### src/cu_arbiter_macros.svh
////////////////////////////////////////////////////////////
// CU read arbiter constants
// Cluster size, field widths and burst buffer sizing
////////////////////////////////////////////////////////////

`ifndef CU_ARBITER_MACROS_SVH
`define CU_ARBITER_MACROS_SVH

// Cluster size, must equal 2**CU_ID_BITS
`define NUM_CU 4
`define CU_ID_BITS 2

// Field widths
`define ADDR_BITS 32
`define TAG_BITS 8
`define DATA_BITS 64

// Burst command buffer
`define CMD_BUFFER_DEPTH 8
`define CMD_ALFULL_MARGIN 2

`endif

### src/cu_arbiter_pkg.sv
////////////////////////////////////////////////////////////
// CU read arbiter types
// Command, response and data line layouts
////////////////////////////////////////////////////////////

`include "cu_arbiter_macros.svh"

package cu_arbiter_pkg;

	// Read command from a CU towards memory, 42 bits
	typedef struct packed {
		logic [`CU_ID_BITS-1:0] cu_id;
		logic [`ADDR_BITS-1:0]  address;
		logic [`TAG_BITS-1:0]   tag;
	} command_line_t;

	// Read response back to a CU, 10 bits
	typedef struct packed {
		logic [`CU_ID_BITS-1:0] cu_id;
		logic [`TAG_BITS-1:0]   tag;
	} response_line_t;

	// Read data line back to a CU, 74 bits
	typedef struct packed {
		logic [`CU_ID_BITS-1:0] cu_id;
		logic [`TAG_BITS-1:0]   tag;
		logic [`DATA_BITS-1:0]  data;
	} data_line_t;

endpackage

### src/cmd_stream_if.sv
////////////////////////////////////////////////////////////
// Command stream between arbiter and burst buffer
// Granted commands forward, fill state back
////////////////////////////////////////////////////////////

`timescale 1ns/1ps

interface cmd_stream_if;

	// One push per cycle with valid high
	logic                          valid;
	cu_arbiter_pkg::command_line_t command;

	// Fill state of the buffer
	logic alfull;
	logic full;

	modport source (
		output valid,
		output command,
		input  alfull,
		input  full
	);

	modport sink (
		input  valid,
		input  command,
		output alfull,
		output full
	);

endinterface

### src/rr_command_arbiter.sv
////////////////////////////////////////////////////////////
// Round-robin read command arbiter
// Picks one CU command per cycle and registers it onto
// the command stream towards the burst buffer
////////////////////////////////////////////////////////////

`timescale 1ns/1ps

`include "cu_arbiter_macros.svh"

module rr_command_arbiter (
	input  logic                          clock,
	input  logic                          rstn,
	input  logic                          enabled,
	input  logic [`NUM_CU-1:0]            cu_cmd_valid,
	input  cu_arbiter_pkg::command_line_t cu_cmd [`NUM_CU],
	output logic [`NUM_CU-1:0]            cu_cmd_grant,
	cmd_stream_if.source                  stream
);

	localparam int PTR_BITS = `CU_ID_BITS;

	logic [PTR_BITS-1:0] priority_ptr;
	logic [PTR_BITS-1:0] winner;
	logic [PTR_BITS-1:0] idx;
	logic                found;
	logic                allow;

	////////////////////////////////////////////////////////////
	// Grant selection
	////////////////////////////////////////////////////////////

	// Buffer margin covers the one command in the stream register
	assign allow = enabled && !stream.alfull && !stream.full;

	always_comb begin
		found  = 1'b0;
		winner = priority_ptr;
		idx    = priority_ptr;
		// Search starts at the pointer, index wraps with NUM_CU a power of two
		for (int k = 0; k < `NUM_CU; k++) begin
			idx = priority_ptr + PTR_BITS'(k);
			if (allow && !found && cu_cmd_valid[idx]) begin
				found  = 1'b1;
				winner = idx;
			end
		end
	end

	always_comb begin
		cu_cmd_grant = '0;
		if (found) begin
			cu_cmd_grant[winner] = 1'b1;
		end
	end

	////////////////////////////////////////////////////////////
	// Stream register and priority update
	////////////////////////////////////////////////////////////

	always_ff @(posedge clock or negedge rstn) begin
		if (!rstn) begin
			stream.valid <= 1'b0;
			priority_ptr <= '0;
		end else begin
			stream.valid <= found;
			// Next search begins just past the winner
			if (found) begin
				priority_ptr <= winner + 1'b1;
			end
		end
	end

	always_ff @(posedge clock) begin
		if (found) begin
			stream.command <= cu_cmd[winner];
		end
	end

endmodule

### src/burst_command_buffer.sv
////////////////////////////////////////////////////////////
// Burst read command buffer
// FIFO of granted commands with almost-full margin and
// request/grant handshake towards the memory bus
////////////////////////////////////////////////////////////

`timescale 1ns/1ps

`include "cu_arbiter_macros.svh"

module burst_command_buffer (
	input  logic                          clock,
	input  logic                          rstn,
	input  logic                          enabled,
	input  logic                          bus_grant,
	output logic                          bus_request,
	output logic                          bus_cmd_valid,
	output cu_arbiter_pkg::command_line_t bus_cmd,
	cmd_stream_if.sink                    stream
);

	localparam int DEPTH         = `CMD_BUFFER_DEPTH;
	localparam int ALFULL_MARGIN = `CMD_ALFULL_MARGIN;
	localparam int PTR_BITS      = $clog2(DEPTH);
	localparam int CNT_BITS      = $clog2(DEPTH + 1);

	cu_arbiter_pkg::command_line_t mem [DEPTH];

	logic [PTR_BITS-1:0] wr_ptr;
	logic [PTR_BITS-1:0] rd_ptr;
	logic [CNT_BITS-1:0] count;
	logic [CNT_BITS-1:0] count_next;
	logic                push;
	logic                pop;
	logic                empty;

	////////////////////////////////////////////////////////////
	// Fill state
	////////////////////////////////////////////////////////////

	assign empty         = (count == '0);
	assign stream.full   = (count == CNT_BITS'(DEPTH));
	assign stream.alfull = (count >= CNT_BITS'(DEPTH - ALFULL_MARGIN));

	assign push = stream.valid;
	// Request may be held high while disabled, so never pop an empty buffer
	assign pop  = bus_request && bus_grant && !empty;

	always_comb begin
		count_next = count;
		if (push && !pop) begin
			count_next = count + 1'b1;
		end else if (!push && pop) begin
			count_next = count - 1'b1;
		end
	end

	////////////////////////////////////////////////////////////
	// Pointers and occupancy
	////////////////////////////////////////////////////////////

	// Pointers wrap naturally, depth is a power of two
	always_ff @(posedge clock or negedge rstn) begin
		if (!rstn) begin
			wr_ptr <= '0;
			rd_ptr <= '0;
			count  <= '0;
		end else begin
			if (push) begin
				wr_ptr <= wr_ptr + 1'b1;
			end
			if (pop) begin
				rd_ptr <= rd_ptr + 1'b1;
			end
			count <= count_next;
		end
	end

	always_ff @(posedge clock) begin
		if (push) begin
			mem[wr_ptr] <= stream.command;
		end
	end

	////////////////////////////////////////////////////////////
	// Memory bus side
	////////////////////////////////////////////////////////////

	// Request tracks occupancy after this edge, frozen while disabled
	always_ff @(posedge clock or negedge rstn) begin
		if (!rstn) begin
			bus_request   <= 1'b0;
			bus_cmd_valid <= 1'b0;
		end else begin
			if (enabled) begin
				bus_request <= (count_next != '0);
			end
			bus_cmd_valid <= pop;
		end
	end

	// Popped head, shown for one cycle with bus_cmd_valid
	always_ff @(posedge clock) begin
		if (pop) begin
			bus_cmd <= mem[rd_ptr];
		end
	end

endmodule

### src/cu_return_demux.sv
////////////////////////////////////////////////////////////
// Return line demux
// Routes a returning line to the CU named by its cu_id
////////////////////////////////////////////////////////////

`timescale 1ns/1ps

`include "cu_arbiter_macros.svh"

module cu_return_demux #(
	parameter type line_t = cu_arbiter_pkg::response_line_t
) (
	input  logic               clock,
	input  logic               rstn,
	input  logic               in_valid,
	input  line_t              in_line,
	output logic [`NUM_CU-1:0] out_valid,
	output line_t              out_line
);

	// One valid bit per CU, at most one high
	always_ff @(posedge clock or negedge rstn) begin
		if (!rstn) begin
			out_valid <= '0;
		end else begin
			for (int i = 0; i < `NUM_CU; i++) begin
				out_valid[i] <= in_valid && (in_line.cu_id == `CU_ID_BITS'(i));
			end
		end
	end

	// Shared payload seen by every CU
	always_ff @(posedge clock) begin
		if (in_valid) begin
			out_line <= in_line;
		end
	end

endmodule

### src/cu_arbiter_control.sv
////////////////////////////////////////////////////////////
// CU cluster read arbiter and control
// Merges CU read commands onto one memory bus and routes
// responses and data lines back by CU identifier
////////////////////////////////////////////////////////////

`timescale 1ns/1ps

`include "cu_arbiter_macros.svh"

module cu_arbiter_control (
	input  logic                           clock,
	input  logic                           rstn,
	input  logic                           enabled_in,
	input  logic [`NUM_CU-1:0]             cu_cmd_valid,
	input  cu_arbiter_pkg::command_line_t  cu_cmd [`NUM_CU],
	output logic [`NUM_CU-1:0]             cu_cmd_grant,
	input  logic                           bus_grant,
	output logic                           bus_request,
	output logic                           bus_cmd_valid,
	output cu_arbiter_pkg::command_line_t  bus_cmd,
	input  logic                           resp_valid,
	input  cu_arbiter_pkg::response_line_t resp,
	output logic [`NUM_CU-1:0]             cu_resp_valid,
	output cu_arbiter_pkg::response_line_t cu_resp,
	input  logic                           data_valid,
	input  cu_arbiter_pkg::data_line_t     data,
	output logic [`NUM_CU-1:0]             cu_data_valid,
	output cu_arbiter_pkg::data_line_t     cu_data
);

	logic                           enabled;
	logic                           resp_latched_valid;
	cu_arbiter_pkg::response_line_t resp_latched;
	logic                           data_latched_valid;
	cu_arbiter_pkg::data_line_t     data_latched;

	cmd_stream_if cmd_stream ();

	////////////////////////////////////////////////////////////
	// Enable and return input registers
	////////////////////////////////////////////////////////////

	always_ff @(posedge clock or negedge rstn) begin
		if (!rstn) begin
			enabled            <= 1'b0;
			resp_latched_valid <= 1'b0;
			data_latched_valid <= 1'b0;
		end else begin
			enabled            <= enabled_in;
			resp_latched_valid <= resp_valid;
			data_latched_valid <= data_valid;
		end
	end

	always_ff @(posedge clock) begin
		resp_latched <= resp;
		data_latched <= data;
	end

	////////////////////////////////////////////////////////////
	// Read command path
	////////////////////////////////////////////////////////////

	rr_command_arbiter cmd_arbiter (
		.clock       (clock),
		.rstn        (rstn),
		.enabled     (enabled),
		.cu_cmd_valid(cu_cmd_valid),
		.cu_cmd      (cu_cmd),
		.cu_cmd_grant(cu_cmd_grant),
		.stream      (cmd_stream.source)
	);

	burst_command_buffer cmd_buffer (
		.clock        (clock),
		.rstn         (rstn),
		.enabled      (enabled),
		.bus_grant    (bus_grant),
		.bus_request  (bus_request),
		.bus_cmd_valid(bus_cmd_valid),
		.bus_cmd      (bus_cmd),
		.stream       (cmd_stream.sink)
	);

	////////////////////////////////////////////////////////////
	// Return paths
	////////////////////////////////////////////////////////////

	cu_return_demux #(
		.line_t(cu_arbiter_pkg::response_line_t)
	) resp_demux (
		.clock    (clock),
		.rstn     (rstn),
		.in_valid (resp_latched_valid),
		.in_line  (resp_latched),
		.out_valid(cu_resp_valid),
		.out_line (cu_resp)
	);

	cu_return_demux #(
		.line_t(cu_arbiter_pkg::data_line_t)
	) data_demux (
		.clock    (clock),
		.rstn     (rstn),
		.in_valid (data_latched_valid),
		.in_line  (data_latched),
		.out_valid(cu_data_valid),
		.out_line (cu_data)
	);

endmodule

### config.mk
export PLATFORM = sky130hd
export DESIGN_NAME = cu_arbiter_control
export DESIGN_NICKNAME = d
export VERILOG_FILES = /design/src/cu_arbiter_pkg.sv /design/src/cmd_stream_if.sv /design/src/rr_command_arbiter.sv /design/src/burst_command_buffer.sv /design/src/cu_return_demux.sv /design/src/cu_arbiter_control.sv
export VERILOG_INCLUDE_DIRS = /design/src /design/src/src
export SDC_FILE = /design/constraint.sdc
export NUM_CORES = 1
export LEC_CHECK = 0
export ABC_CLOCK_PERIOD_IN_PS = 13050
export CORE_ASPECT_RATIO = 0.9
export CORE_UTILIZATION = 67
export DETAILED_ROUTE_END_ITERATION = 8
export DONT_BUFFER_PORTS = 1
export PLACE_DENSITY = 0.83
export SLEW_MARGIN = 10
export SYNTH_ARGS = -nofsm -noshare
export SYNTH_HDL_FRONTEND = slang
export SYNTH_SLANG_ARGS = --single-unit
### constraint.sdc
create_clock -name clock -period 13.05 [get_ports clock]
set_input_delay 0 -clock clock [delete_from_list [all_inputs] [get_ports clock]]
set_output_delay 0 -clock clock [all_outputs]
set_load 0.02 [all_outputs]
==> impl_summary.log <==
[metrics] run status: finished, final reports clean
[metrics] critical path buffer and inverter count: 3
[metrics] fraction of synthesis flops using an asynchronous set or reset pin: under 10%
[metrics] arrival time of data at the critical path endpoint: between 4000 and 5000 ps
[metrics] remaining global-route overflow: 0
[metrics] sort of element at the start of the critical path: flop
[metrics] netlist area before placement: approximately 22,000 sq um
[metrics] vias in the first global route: between 10,000 and 15,000
[metrics] total number of vias: between 10,000 and 15,000
[metrics] post-DP HPWL: approximately 25,000 um
[metrics] initial antenna violation count: 5
[metrics] CTS tree: built
[metrics] horizontal die dimension: between 150 and 200 um
[metrics] worst hold stages: 2
[metrics] Layout Skew: approximately 60 ps
[metrics] CTS buffer count: 54
[metrics] area share of the largest cell type after synthesis: about 70%
[metrics] first-pass GRT wire length: 82,880 um
[metrics] share of the yosys chip area belonging to registers: around four fifths
[metrics] area of the multi-input gates: a little over 4000 sq um
[metrics] R2R depth: 9
[metrics] synthesis-stage register bit count: a little over 600
[metrics] crit path capture type: flop
[metrics] ports placed on the boundary: 402
[metrics] maximum fanout along the worst path: between 40 and 50
[metrics] fraction of layout instances using a drive strength above 1: 22.88%
[metrics] top achievable clock speed: 0.2325 GHz
[metrics] primary flip-flop cell chosen by synthesis mapping: edfxtp_1
[metrics] RSZ-0062 raised after global routing: no
[metrics] Clock Path Buffers: 3
[metrics] DRT Pass-1 Iters: 5
[metrics] mean area per synthesized cell: about 23 sq um
[metrics] Relative slew margins: a little over a fifth
[metrics] post-route cell area: roughly 27,000 sq um
[metrics] min-delay src: cu_cmd[13]
[metrics] most numerous cell in the Yosys netlist: edfxtp_1
[metrics] type of the worst setup path: flop to flop
[metrics] critical path's top delay family: buffers and inverters
[metrics] number of placement rows: 62
[metrics] Worst path slowest cell: buf_4
[metrics] die area: about 33,000 sq um
[metrics] starting density of the core: between 60% and 70%
[metrics] min Tclk post-route: 4301 ps
[metrics] number of flops mapped to enable cells by yosys: between 500 and 600
[metrics] number of slew-limit violations in the final report: 0
[metrics] mux share of post-synthesis cell area: 15.49%
[metrics] Net Count, Synth: between 1,000 and 1,500
[metrics] total cell area at the placement stage: about 22,000 sq um
[metrics] final cycle utilization of the critical path: about 33%
[metrics] startpoint of the worst setup timing path: cmd_buffer.count[0]$_DFF_PN0_
[metrics] worst r2r src: cmd_buffer.count[0]$_DFF_PN0_
[metrics] largest family of logic cells by synthesized area: multiplexers
[metrics] pin slew with the least headroom to its limit: 1171 ps
[metrics] CP required: ~13,000 ps
[metrics] die extent in y: approximately 170 um
[metrics] setup-violating endpoint count in the final report: 0
[metrics] final estimated routing congestion in global placement: around 0.79
[metrics] number of clock sinks: 614
[metrics] VDD IR-drop max: between 0.15 and 0.2 mV
[metrics] total placed cells including tap cells: between 1,000 and 1,500
[metrics] setup bufs post-CTS: 0
[metrics] synthesized-area fraction occupied by xor and xnor cells: less than 1%
[metrics] maximum number of pins on one net before global-route repair: between 70 and 80
[metrics] drt wl/cell: roughly 36 um
[metrics] cell types with the largest area share after synthesis: edfxtp_1 70%, mux4_2 13%, dfxtp_1 7.7%
[metrics] count of mapped cells out of synthesis: around 940
[metrics] Via-to-Cell Ratio: ~6.8
[metrics] Worst R2R Setup Slack: slightly below 9000 ps
[metrics] library cells used by synthesis: 54
[metrics] sequential cell area: between 15,000 and 20,000 sq um
[metrics] peak per-stage delay on the critical path: approximately 780 ps
[metrics] Core Box Area: approximately 32,000 sq um
[metrics] post-synthesis share of cell area spent on and, or, nand and nor gates: between 1 and 1.5%
[metrics] count of fill cells added during filler insertion: between 1,000 and 1,500
[metrics] total global routing track utilization: 35.87%
[metrics] total wirelength of the detailed-routed design: 61,090 um
[metrics] number of nets in the finished design: 1,502
[metrics] root buf cell: clkbuf_16
[metrics] maximum level of the CTS H-tree: 2
[metrics] ranking of synthesized cells by instance count: 504 x edfxtp_1, 124 x mux4_2, 84 x dfxtp_1
[metrics] clock slew at reported path FFs: 80 ps
[metrics] critical-path cell list: inv_1 > ha_1 > o21ai_1 > nand2_1 > a41oi_2 > xnor2_4 > buf_4 > mux4_1 > dlygate4sd3_1
[metrics] final routed DRC violation total: 0
[metrics] final cell count without fillers: ~1,700
[metrics] Synth area leader: edfxtp_1
[metrics] clock network latency to the later pin of the worst-skew pair: approximately 640 ps
[metrics] number of maximum-capacitance violations: 0
[metrics] adder and majority gate portion of the synthesized area: less than 1%
[metrics] sum of negative setup slack: 0 ps
[metrics] number of warning messages in the yosys log: 0
[metrics] area fraction in compound gates after synthesis: about 1.1%
[metrics] Crit path depth: 9
[metrics] Area growth, synth to finish: 23.22%
[metrics] Detailed Route Iter0 Violations: around 1,300
[metrics] antenna-violating nets left: 0
[metrics] number of hold violations in the final report: 0
[metrics] leak pwr: 9.039 nW
[metrics] Port-buffer cells: 0
[metrics] power density over the cells: 217.7 nW/um^2
[metrics] worst hold path type: input port to flop
[layer usage]
metal | share of wire [%] | routed length [um] | track usage [%]
met2 | 50 | 30770 | 59.45
met3 | 12 | 7058 | 10.70
met1 | 33 | 19890 | 44.41
met5 | 0.031 | 19 | 0
met4 | 5.5 | 3346 | 14.80
[cells by family (layout without fill, tap and decap cells)]
family | after synthesis | in the layout
mux | 173 | 173
xor+xnor | 9 | 9
other cells | 0 | 5
simple gates | 56 | 56
compound gates | 31 | 31
fa+ha+maj | 5 | 5
buf+inv | 47 | 388
flops | 614 | 614
[power breakdown]
group          internal, mW  switching, mW  leakage (nW)
Clock                 0.878          0.781         0.886
Sequential             2.50          0.394          5.67
Combinational         0.698          0.585          2.49
[metrics by stage]
stage / total power [mW] / setup slack, ps / hold slack (ps) / utilization, %
detailed placement: 3.916 / 9666 / -295.0 / 69.76
global placement: 3.877 / 9772 / -295.0 / 69.76
floorplan: 3.633 / 8834 / -295.6 / -
global route: 6.005 / 8647 / 200.1 / 83.94
finish: 5.841 / 8749 / 191.1 / 83.95
CTS: 5.685 / 9084 / 6.707 / 83.84
[state kept, by name, summed over array words and instances, names as in the netlist]
name / flops
cmd_arbiter.priority_ptr: 2
cmd_arbiter.stream.command: 42
cmd_arbiter.stream.valid: 1
cmd_buffer.bus_cmd: 42
cmd_buffer.bus_cmd_valid: 1
cmd_buffer.bus_request: 1
cmd_buffer.count: 4
cmd_buffer.mem: 336
cmd_buffer.rd_ptr: 3
cmd_buffer.wr_ptr: 3
data_demux.out_line: 74
data_demux.out_valid: 4
data_latched: 74
data_latched_valid: 1
enabled: 1
resp_demux.out_line: 10
resp_demux.out_valid: 4
resp_latched: 10
resp_latched_valid: 1
[cells in the final DEF (no fill, tap or decap), drive strengths merged, types with 6 or more instances in the layout]
| cell type | instances |
|---|---|
| mux2 | 45 |
| dfxtp | 84 |
| xnor2 | 6 |
| nor2 | 14 |
| clkinv | 21 |
| dfrtp | 26 |
| edfxtp | 504 |
| clkbuf | 71 |
| buf | 17 |
| nand2 | 12 |
| mux4 | 126 |
| dlygate4sd3 | 267 |
| a21oi | 7 |
| inv | 10 |
[repair_timing]
item,CTS,global route
gates resized for setup,0,0
hold buffers,267,2
hold endpoints to repair,160,2
[worst register-to-register path, cell delays in order, from the launching register on]
cell and delay, ps:
dfrtp_1 460, inv_1 120, ha_1 220, o21ai_1 340, nand2_1 270, a41oi_2 340
xnor2_4 150, buf_4 780, mux4_1 730, dlygate4sd3_1 590
[worst paths after layout]
path                                                            endpoint
worst max-delay path             cmd_arbiter.stream.command[0]$_DFFE_PP_
worst min-delay path            cmd_arbiter.stream.command[13]$_DFFE_PP_
worst max register to register   cmd_arbiter.stream.command[0]$_DFFE_PP_
worst min register to register          data_demux.out_line[1]$_DFFE_PP_
max in group asynchronous               cmd_buffer.rd_ptr[0]$_DFFE_PN0P_
min in group asynchronous                  cmd_buffer.count[3]$_DFF_PN0_
[area by class of cell]
class                      count  area share, %
clock buffer                  71          5.825
inverter                       7        0.09793
timing repair buffer         284          10.53
antenna                        5        0.04664
sequential                   614          65.15
tap                          416          1.940
clock inverter                26         0.9140
multi-input combinational    274          15.50
No activity file was read; power rests on OpenSTA's default activity.
